[config.mk]
export PLATFORM = sky130hd
export DESIGN_NAME = ebusTop
export DESIGN_NICKNAME = d
export VERILOG_FILES = /design/src/verilog/ebusPkg.sv /design/src/verilog/devicePkg.sv /design/src/verilog/aprCondition.sv /design/src/verilog/piPriority.sv /design/src/verilog/intervalMeter.sv /design/src/verilog/ebusMux.sv /design/src/verilog/ebusTop.sv
export SDC_FILE = /design/constraint.sdc
export NUM_CORES = 1
export LEC_CHECK = 0
export BUFFER_PORTS_ARGS = -buffer_cell sky130_fd_sc_hd__buf_2
export CELL_PAD_IN_SITES_DETAIL_PLACEMENT = 0
export CELL_PAD_IN_SITES_GLOBAL_PLACEMENT = 1
export CORE_MARGIN = 2
export CORE_UTILIZATION = 44
export CTS_BUF_LIST = sky130_fd_sc_hd__clkbuf_4
export CTS_CLUSTER_DIAMETER = 40
export DETAILED_ROUTE_END_ITERATION = 12
export HOLD_SLACK_MARGIN = 0.02
export PLACE_DENSITY_LB_ADDON = 0.1
export RECOVER_POWER = 25
export SYNTH_ARGS = -nofsm -noshare
export SYNTH_HDL_FRONTEND = slang
export SYNTH_SLANG_ARGS = --single-unit
[constraint.sdc]
create_clock -name clk -period 3.3 [get_ports clk]
set_clock_uncertainty 0.1 [all_clocks]
set_input_delay 0.825 -clock clk [delete_from_list [all_inputs] [get_ports clk]]
set_output_delay 0.825 -clock clk [all_outputs]
set_load 0.1 [all_outputs]
[src/verilog/ebusPkg.sv]
`default_nettype none

// Bus-level definitions shared by every EBUS device and the top level
package ebusPkg;

  // Width of one EBUS word
  localparam int dataWidth = 36;

  // Device select and function code widths
  localparam int csWidth = 7;
  localparam int funcWidth = 3;

  // Function codes carried on ebusFunc during a demand
  localparam logic [funcWidth-1:0] funcCono = 3'd0;
  localparam logic [funcWidth-1:0] funcConi = 3'd1;
  localparam logic [funcWidth-1:0] funcDatao = 3'd2;
  localparam logic [funcWidth-1:0] funcDatai = 3'd3;

  // Layout of a CONO word as the devices decode it, most significant field first
  typedef struct packed {
    logic [16:0] spare;
    logic [6:0] clearBits;
    logic [6:0] setBits;
    logic turnOff;
    logic turnOn;
    logic [2:0] level;
  } condWord;

  // One bus word seen either as raw data or as a condition word
  typedef union packed {
    logic [dataWidth-1:0] data;
    condWord cond;
  } ebusWord;

endpackage

`default_nettype wire

[src/verilog/devicePkg.sv]
`default_nettype none

// Device numbering and per-device sizes
package devicePkg;

  // Device numbers compared against ebusCs
  localparam logic [ebusPkg::csWidth-1:0] devApr = 7'd0;
  localparam logic [ebusPkg::csWidth-1:0] devPi = 7'd1;
  localparam logic [ebusPkg::csWidth-1:0] devMtr = 7'd2;

  // Number of error flags held in the APR condition block
  localparam int aprFlagCount = 4;

  // Interrupt levels run from 1 (highest) to piLevels, 0 means no level
  localparam int piLevels = 7;
  localparam int levelWidth = 3;

  // Width of the interval meter period and count
  localparam int meterWidth = 16;

endpackage

`default_nettype wire

[src/verilog/aprCondition.sv]
`timescale 1ns/1ps
`default_nettype none

module aprCondition (
  input wire clk,
  input wire reset,
  input wire ebusDemand,
  input wire [ebusPkg::csWidth-1:0] ebusCs,
  input wire [ebusPkg::funcWidth-1:0] ebusFunc,
  input wire [ebusPkg::dataWidth-1:0] ebusDataIn,
  output logic aprDriving,
  output logic [ebusPkg::dataWidth-1:0] aprData,
  output logic aprRequest,
  output logic [devicePkg::levelWidth-1:0] aprLevel
);

  ebusPkg::ebusWord word;
  ebusPkg::ebusWord readWord;
  logic selected;
  logic conoHit;
  logic coniHit;
  logic [devicePkg::aprFlagCount-1:0] flags;

  assign word.data = ebusDataIn;

  assign selected = ebusDemand && (ebusCs == devicePkg::devApr);
  assign conoHit = selected && (ebusFunc == ebusPkg::funcCono);
  assign coniHit = selected && (ebusFunc == ebusPkg::funcConi);

  // Clear is applied before set, so a flag named in both ends up set
  always_ff @(posedge clk) begin
    if (reset) begin
      flags <= '0;
      aprLevel <= '0;
    end else if (conoHit) begin
      flags <= (flags & ~word.cond.clearBits[devicePkg::aprFlagCount-1:0])
             | word.cond.setBits[devicePkg::aprFlagCount-1:0];
      aprLevel <= word.cond.level;
    end
  end

  // CONI word has flags in the low bits with the level just above them
  always_comb begin
    readWord.data = '0;
    readWord.data[devicePkg::aprFlagCount-1:0] = flags;
    readWord.data[devicePkg::aprFlagCount +: devicePkg::levelWidth] = aprLevel;
  end

  always_ff @(posedge clk) begin
    if (reset) begin
      aprDriving <= 1'b0;
    end else begin
      aprDriving <= coniHit;
    end
  end

  always_ff @(posedge clk) begin
    if (coniHit) begin
      aprData <= readWord.data;
    end
  end

  // Level 0 disconnects the block from the interrupt system
  assign aprRequest = (|flags) && (aprLevel != '0);

  // Back-to-back bus cycles only happen for back-to-back CONI demands on the bus
  aprDriveOnce: assert property (
    @(posedge clk) disable iff (reset)
    aprDriving && $past(aprDriving) |->
      $past(ebusDemand, 2) && ($past(ebusCs, 2) == devicePkg::devApr)
      && ($past(ebusFunc, 2) == ebusPkg::funcConi)
      && $past(ebusDemand) && ($past(ebusCs) == devicePkg::devApr)
      && ($past(ebusFunc) == ebusPkg::funcConi)
  );

endmodule

`default_nettype wire

[src/verilog/piPriority.sv]
`timescale 1ns/1ps
`default_nettype none

module piPriority (
  input wire clk,
  input wire reset,
  input wire ebusDemand,
  input wire [ebusPkg::csWidth-1:0] ebusCs,
  input wire [ebusPkg::funcWidth-1:0] ebusFunc,
  input wire [ebusPkg::dataWidth-1:0] ebusDataIn,
  input wire aprRequest,
  input wire [devicePkg::levelWidth-1:0] aprLevel,
  input wire mtrRequest,
  input wire [devicePkg::levelWidth-1:0] mtrLevel,
  output logic piDriving,
  output logic [ebusPkg::dataWidth-1:0] piData,
  output logic [devicePkg::levelWidth-1:0] piLevel
);

  localparam int n = devicePkg::piLevels;

  ebusPkg::ebusWord word;
  ebusPkg::ebusWord readWord;
  logic selected;
  logic conoHit;
  logic coniHit;
  logic sysOn;

  // Bit i of each set stands for level i+1
  logic [n-1:0] enables;
  logic [n-1:0] pending;
  logic [n-1:0] active;
  logic [devicePkg::levelWidth-1:0] best;
  logic [n-1:0] levelMask;

  assign word.data = ebusDataIn;

  assign selected = ebusDemand && (ebusCs == devicePkg::devPi);
  assign conoHit = selected && (ebusFunc == ebusPkg::funcCono);
  assign coniHit = selected && (ebusFunc == ebusPkg::funcConi);

  always_ff @(posedge clk) begin
    if (reset) begin
      enables <= '0;
      sysOn <= 1'b0;
    end else if (conoHit) begin
      // A level named in both setBits and clearBits stays enabled
      enables <= (enables & ~word.cond.clearBits) | word.cond.setBits;
      if (word.cond.turnOn) begin
        sysOn <= 1'b1;
      end else if (word.cond.turnOff) begin
        sysOn <= 1'b0;
      end
    end
  end

  // Requests on level 0 are not connected to any level
  always_comb begin
    pending = '0;
    if (aprRequest && (aprLevel != '0)) begin
      pending[aprLevel - 1'b1] = 1'b1;
    end
    if (mtrRequest && (mtrLevel != '0)) begin
      pending[mtrLevel - 1'b1] = 1'b1;
    end
  end

  assign active = pending & enables & {n{sysOn}};

  // Scan from the lowest priority up so the lowest-numbered level wins
  always_comb begin
    best = '0;
    for (int i = n - 1; i >= 0; i--) begin
      if (active[i]) begin
        best = devicePkg::levelWidth'(i + 1);
      end
    end
  end

  always_ff @(posedge clk) begin
    if (reset) begin
      piLevel <= '0;
    end else begin
      piLevel <= best;
    end
  end

  // CONI word is pending set, then enables, then the system-on bit
  always_comb begin
    readWord.data = '0;
    readWord.data[n-1:0] = pending;
    readWord.data[2*n-1:n] = enables;
    readWord.data[2*n] = sysOn;
  end

  always_ff @(posedge clk) begin
    if (reset) begin
      piDriving <= 1'b0;
    end else begin
      piDriving <= coniHit;
    end
  end

  always_ff @(posedge clk) begin
    if (coniHit) begin
      piData <= readWord.data;
    end
  end

  assign levelMask = {{(n-1){1'b0}}, 1'b1} << (piLevel - 1'b1);

  // The granted level was enabled, with the system on, when it was chosen
  piGrantEnabled: assert property (
    @(posedge clk) disable iff (reset)
    piLevel != '0 |-> $past(sysOn) && |($past(enables) & levelMask)
  );

endmodule

`default_nettype wire

[src/verilog/intervalMeter.sv]
`timescale 1ns/1ps
`default_nettype none

module intervalMeter (
  input wire clk,
  input wire reset,
  input wire ebusDemand,
  input wire [ebusPkg::csWidth-1:0] ebusCs,
  input wire [ebusPkg::funcWidth-1:0] ebusFunc,
  input wire [ebusPkg::dataWidth-1:0] ebusDataIn,
  output logic mtrDriving,
  output logic [ebusPkg::dataWidth-1:0] mtrData,
  output logic mtrRequest,
  output logic [devicePkg::levelWidth-1:0] mtrLevel
);

  localparam int w = devicePkg::meterWidth;

  ebusPkg::ebusWord word;
  ebusPkg::ebusWord readWord;
  logic selected;
  logic conoHit;
  logic coniHit;
  logic dataoHit;
  logic dataiHit;
  logic running;
  logic done;
  logic wrap;
  logic [w-1:0] period;
  logic [w-1:0] count;

  assign word.data = ebusDataIn;

  assign selected = ebusDemand && (ebusCs == devicePkg::devMtr);
  assign conoHit = selected && (ebusFunc == ebusPkg::funcCono);
  assign coniHit = selected && (ebusFunc == ebusPkg::funcConi);
  assign dataoHit = selected && (ebusFunc == ebusPkg::funcDatao);
  assign dataiHit = selected && (ebusFunc == ebusPkg::funcDatai);

  // A period load restarts the count, so it suppresses the wrap
  assign wrap = running && (period != '0) && (count == period - 1'b1) && !dataoHit;

  always_ff @(posedge clk) begin
    if (reset) begin
      running <= 1'b0;
      mtrLevel <= '0;
      period <= '0;
      count <= '0;
    end else begin
      if (conoHit) begin
        if (word.cond.turnOn) begin
          running <= 1'b1;
        end else if (word.cond.turnOff) begin
          running <= 1'b0;
        end
        mtrLevel <= word.cond.level;
      end
      if (dataoHit) begin
        period <= word.data[w-1:0];
        count <= '0;
      end else if (wrap) begin
        count <= '0;
      end else if (running && (period != '0)) begin
        count <= count + 1'b1;
      end
    end
  end

  // A wrap in the same cycle as a clear leaves done set
  always_ff @(posedge clk) begin
    if (reset) begin
      done <= 1'b0;
    end else if (wrap) begin
      done <= 1'b1;
    end else if (conoHit && word.cond.clearBits[0]) begin
      done <= 1'b0;
    end
  end

  assign mtrRequest = done;

  // DATAI reads the count, CONI reads level, done and running from bit 0 up
  always_comb begin
    readWord.data = '0;
    if (dataiHit) begin
      readWord.data[w-1:0] = count;
    end else begin
      readWord.data[devicePkg::levelWidth-1:0] = mtrLevel;
      readWord.data[devicePkg::levelWidth] = done;
      readWord.data[devicePkg::levelWidth+1] = running;
    end
  end

  always_ff @(posedge clk) begin
    if (reset) begin
      mtrDriving <= 1'b0;
    end else begin
      mtrDriving <= coniHit || dataiHit;
    end
  end

  always_ff @(posedge clk) begin
    if (coniHit || dataiHit) begin
      mtrData <= readWord.data;
    end
  end

  mtrCountInRange: assert property (
    @(posedge clk) disable iff (reset)
    running && (period != '0) |-> count < period
  );

endmodule

`default_nettype wire

[src/verilog/ebusMux.sv]
`timescale 1ns/1ps
`default_nettype none

module ebusMux (
  input wire aprDriving,
  input wire [ebusPkg::dataWidth-1:0] aprData,
  input wire piDriving,
  input wire [ebusPkg::dataWidth-1:0] piData,
  input wire mtrDriving,
  input wire [ebusPkg::dataWidth-1:0] mtrData,
  output logic [ebusPkg::dataWidth-1:0] ebusData,
  output logic ebusValid
);

  logic [2:0] drivers;

  assign drivers = {aprDriving, piDriving, mtrDriving};

  // Fixed priority, APR first, then PI, then MTR
  always_comb begin
    if (aprDriving) ebusData = aprData;
    else if (piDriving) ebusData = piData;
    else if (mtrDriving) ebusData = mtrData;
    else ebusData = '0;
  end

  assign ebusValid = |drivers;

  // Devices only answer their own select, so two drivers means a decode clash
  always_comb begin
    ebusOneDriver: assert final ($isunknown(drivers) || $onehot0(drivers))
      else $error("more than one device driving EBUS: %b", drivers);
  end

endmodule

`default_nettype wire

[src/verilog/ebusTop.sv]
`timescale 1ns/1ps
`default_nettype none

module ebusTop (
  input wire clk,
  input wire reset,
  input wire ebusDemand,
  input wire [ebusPkg::csWidth-1:0] ebusCs,
  input wire [ebusPkg::funcWidth-1:0] ebusFunc,
  input wire [ebusPkg::dataWidth-1:0] ebusDataIn,
  output logic [ebusPkg::dataWidth-1:0] ebusData,
  output logic ebusValid,
  output logic [devicePkg::levelWidth-1:0] piLevel
);

  logic aprDriving;
  logic [ebusPkg::dataWidth-1:0] aprData;
  logic aprRequest;
  logic [devicePkg::levelWidth-1:0] aprLevel;

  logic piDriving;
  logic [ebusPkg::dataWidth-1:0] piData;

  logic mtrDriving;
  logic [ebusPkg::dataWidth-1:0] mtrData;
  logic mtrRequest;
  logic [devicePkg::levelWidth-1:0] mtrLevel;

  aprCondition apr (
    .clk(clk),
    .reset(reset),
    .ebusDemand(ebusDemand),
    .ebusCs(ebusCs),
    .ebusFunc(ebusFunc),
    .ebusDataIn(ebusDataIn),
    .aprDriving(aprDriving),
    .aprData(aprData),
    .aprRequest(aprRequest),
    .aprLevel(aprLevel)
  );

  // The PI block sees the raw requests and levels of the other two devices
  piPriority pi (
    .clk(clk),
    .reset(reset),
    .ebusDemand(ebusDemand),
    .ebusCs(ebusCs),
    .ebusFunc(ebusFunc),
    .ebusDataIn(ebusDataIn),
    .aprRequest(aprRequest),
    .aprLevel(aprLevel),
    .mtrRequest(mtrRequest),
    .mtrLevel(mtrLevel),
    .piDriving(piDriving),
    .piData(piData),
    .piLevel(piLevel)
  );

  intervalMeter mtr (
    .clk(clk),
    .reset(reset),
    .ebusDemand(ebusDemand),
    .ebusCs(ebusCs),
    .ebusFunc(ebusFunc),
    .ebusDataIn(ebusDataIn),
    .mtrDriving(mtrDriving),
    .mtrData(mtrData),
    .mtrRequest(mtrRequest),
    .mtrLevel(mtrLevel)
  );

  ebusMux mux (
    .aprDriving(aprDriving),
    .aprData(aprData),
    .piDriving(piDriving),
    .piData(piData),
    .mtrDriving(mtrDriving),
    .mtrData(mtrData),
    .ebusData(ebusData),
    .ebusValid(ebusValid)
  );

endmodule

`default_nettype wire

==> out/summary.txt <==
Result of the run = finished clean
Congestion Overflow GR = 0
Iter 0 DRT Violations = 231
Share of synthesized area occupied by flip-flops and latches = 45.83%
Top Ports = 89
Synth top area share = 23.11%
Critical R2R Capture = mtr.count[15]
Post-synthesis sequential element count = 96
Area added between synthesis and finish = 8.643%
Quantity of hold-fixing buffers added after cts = 0
CP startpoint kind = register
Global placer's final weighted congestion = 0.8994
Number of synthesis warnings = 0
Number of iterations in the first detailed-routing pass = 5
Overall die area = 0.01229 mm²
CTS H-tree lvls = 3
WHS = 0.4174 ns
CTS clk-pin slew, worst paths = 0.15 ns
Post-route clock period utilization = 94.95%
DRT antenna net count = 0
Vertical die dimension = 110.9 µm
Distinct cell type count after synthesis = 59
Global-route wire length before repair = 20,390 µm
Minimum setup slack among reg-to-reg paths = 0.29 ns
Most frequently used flop master after synthesis = dfxtp_1
Clock Root Buffer = clkbuf_4
Core area = 0.01127 mm²
Count of final setup violators = 0
F_max = 319.1 MHz
Detailed placement HPWL = 9537 µm
Overall fraction of global-route tracks in use = 21.28%
Max Fanout on Critical Path = 19
Worst min-delay path startpoint = apr.flags[0]
Avg Synthesized Cell Area = 9.390 µm²
Sink count of the clock tree = 96
Worst-case headroom to the max-slew limit = 17.28%
Pin slew with the least headroom to its limit = 1.241 ns
Clock latency of the later-clocked register in the worst-skew pair = 0.44 ns
Hold-critical path endpoint = apr.aprData[0]
Power Total = 1.957 mW
Fill cell instance count of the final layout = 1,102
Post-Synthesis Cell Area = 0.005024 mm²
Die width = 110.9 µm
VDD IR-drop max = 0.1702 mV
Pwr per Cell Area = 358.5 mW/mm²
Bufs on Longest Clock Path = 2
Post_cts resized = 0
Worst setup EP type = primary output
Detailed-route via count = 4,040
Shortest clock period the worst path allows after layout = 3.133 ns
Post-CTS setup buffer count = 0
Type of the setup path with the least slack = register to primary output
Share of layout cells above drive strength 1 = 16.21%
Startpoint of the most critical register-to-register path = mtr.period[2]
Largest cells by area after synthesis = dfxtp_1 23%, edfxtp_1 23%, mux2i_1 5.0%
Final Hold Viols = 0
Final Max Tran Viols = 0
Max-Cap Viols = 0
Library cell with the largest summed area after synthesis = dfxtp_1
Number of buffers created by CTS = 9
IO Port Bufs = 51
Hold Crit Class = register to register
Number of global-route vias before repair = 3,769
Leakage power summed over all cells = 2.195 nW
Routed wirelength normalized by instance count = 17.47 µm
Critical path data arrival time = 2.21 ns
CTS tree = yes
Vias per std cell = 5.588
Reg area = 0.002302 mm²
Worst hold path depth = 0
Required time worst endpoint = 2.37 ns
Area of the multi-input gates = 0.002476 mm²
Post-Synthesis Cells = 535
Number of synthesized flops with an enable pin = 38
Number of nets in the layout = 630
Fraction of registers with async set/reset = 0%
Antenna Cells = 0
Depth of the worst register-to-register path = 7
Starting Density = 44.57%
Floorplan row count = 39
Unrepaired setup endpoints after global routing = no
DRC = 0
Overall routed net length = 12,630 µm
Largest net degree at the start of global routing = 39
Number of antenna violations at the first check in global routing = 0
-- cells in the final DEF, fill, tap and decap left out, types with 16 or more instances in the layout --
cell	synthesis	final
a22oi_1	29	29
buf_2	1	48
conb_1	1	20
dfxtp_1	58	58
edfxtp_1	38	38
mux2i_1	25	25
nand2_1	44	44
nand3_1	17	17
nand4_1	16	16
nor2_1	65	65
nor3_1	28	27
xnor2_1	20	20
-- layout make-up --
class                      instances  area share [%]
timing repair buffer              63           6.121
tap                              143           3.278
multi-input combinational        392           45.37
inverter                          13          0.8941
sequential                        96           42.18
clock inverter                     5          0.6419
clock buffer                      11           1.513
-- synthesized netlist by cell type (3+ instances only) --
library cell / count
a21oi_1: 6
a22oi_1: 29
a31oi_1: 3
and2_1: 3
and3_1: 14
buf_1: 5
buf_4: 20
clkbuf_1: 24
dfxtp_1: 58
edfxtp_1: 38
ha_1: 6
inv_1: 13
mux2_2: 4
mux2i_1: 25
nand2_1: 44
nand3_1: 17
nand3b_1: 4
nand4_1: 16
nand4b_1: 3
nor2_1: 65
nor2b_1: 3
nor3_1: 28
nor3b_1: 3
nor4_1: 8
o2111ai_1: 3
o21ai_0: 11
o32a_1: 3
o32ai_1: 3
or3_1: 7
or3b_2: 3
or4_1: 3
xnor2_1: 20
xor2_1: 12
-- sequential cells by signal (all words and copies together) (netlist names), 3 cells and up --
name	cells
apr.aprData	7
apr.aprLevel	3
apr.flags	4
mtr.count	16
mtr.mtrData	16
mtr.mtrLevel	3
mtr.period	16
pi.enables	7
pi.piData	15
pi.piLevel	3
-- layer usage --
metal | vias to the layer above | wire length (µm) | GRT usage (%)
li1 | 1991 | - | -
met1 | 1893 | 6080 | 30.40
met2 | 128 | 5434 | 31.37
met3 | 28 | 673 | 3.718
met4 | 0 | 441 | 10.08
met5 | - | 0 | 0
-- worst max-delay path by stage --
stage | end | slack (ns) | start
detailed placement | mtr.mtrRequest | 0.32 | ebusCs[3]
CTS | ebusData[0] | 0.15 | pi.piDriving
global placement | mtr.count[7] | 0.34 | mtr.period[2]
finish | ebusData[0] | 0.17 | pi.piDriving
global route | ebusData[0] | 0.05 | pi.piDriving
floorplan | ebusData[4] | -0.09 | pi.piDriving
-- power by group --
part | total, mW | internal (mW) | leakage [nW] | switching [mW]
clock network | 0.580 | 0.173 | 0.0668 | 0.407
registers | 1.22 | 1.22 | 0.898 | 0.000340
logic | 0.154 | 0.0205 | 1.23 | 0.133
total | 1.96 | 1.42 | 2.20 | 0.540
-- cells by family (layout without fill, tap and decap cells) --
group                    count (synthesis)  count (layout)  synth area share (%)
adder cells (fa/ha/maj)                  6               6                 1.494
flip-flops                              96              96                 45.83
other                                    1              20               0.07465
multiplexers                            29              29                 5.878
AND/OR/NAND/NOR                        227             227                 22.74
XOR/XNOR                                32              32                 5.579
buffers and inverters                   66              92                 6.774
AO/OA/AOI/OAI                           78              78                 11.63
-- metrics by stage --
| step | worst slack (ns) | cells | setup TNS, ns | cell area [µm²] | util [%] |
|---|---|---|---|---|---|
| CTS | 0.1521 | 723 | 0 | 5469 | 48.52 |
| floorplan | -0.08580 | 554 | -0.08580 | 5107 | - |
| global route | 0.05085 | 723 | 0 | 5458 | 48.42 |
| global placement | 0.3360 | 707 | 0 | 5351 | 47.47 |
| finish | 0.1666 | 723 | 0 | 5458 | 48.42 |
| detailed placement | 0.3215 | 707 | 0 | 5351 | 47.47 |
-- critical path, stage by stage, from the launching register on --
cell,delay (ns)
dfxtp_1,0.79
nor2b_1,0.11
buf_4,0.22
a22oi_1,0.23
o21ai_1,0.09
buf_2,0.32
No activity file was read; power rests on OpenSTA's default activity.
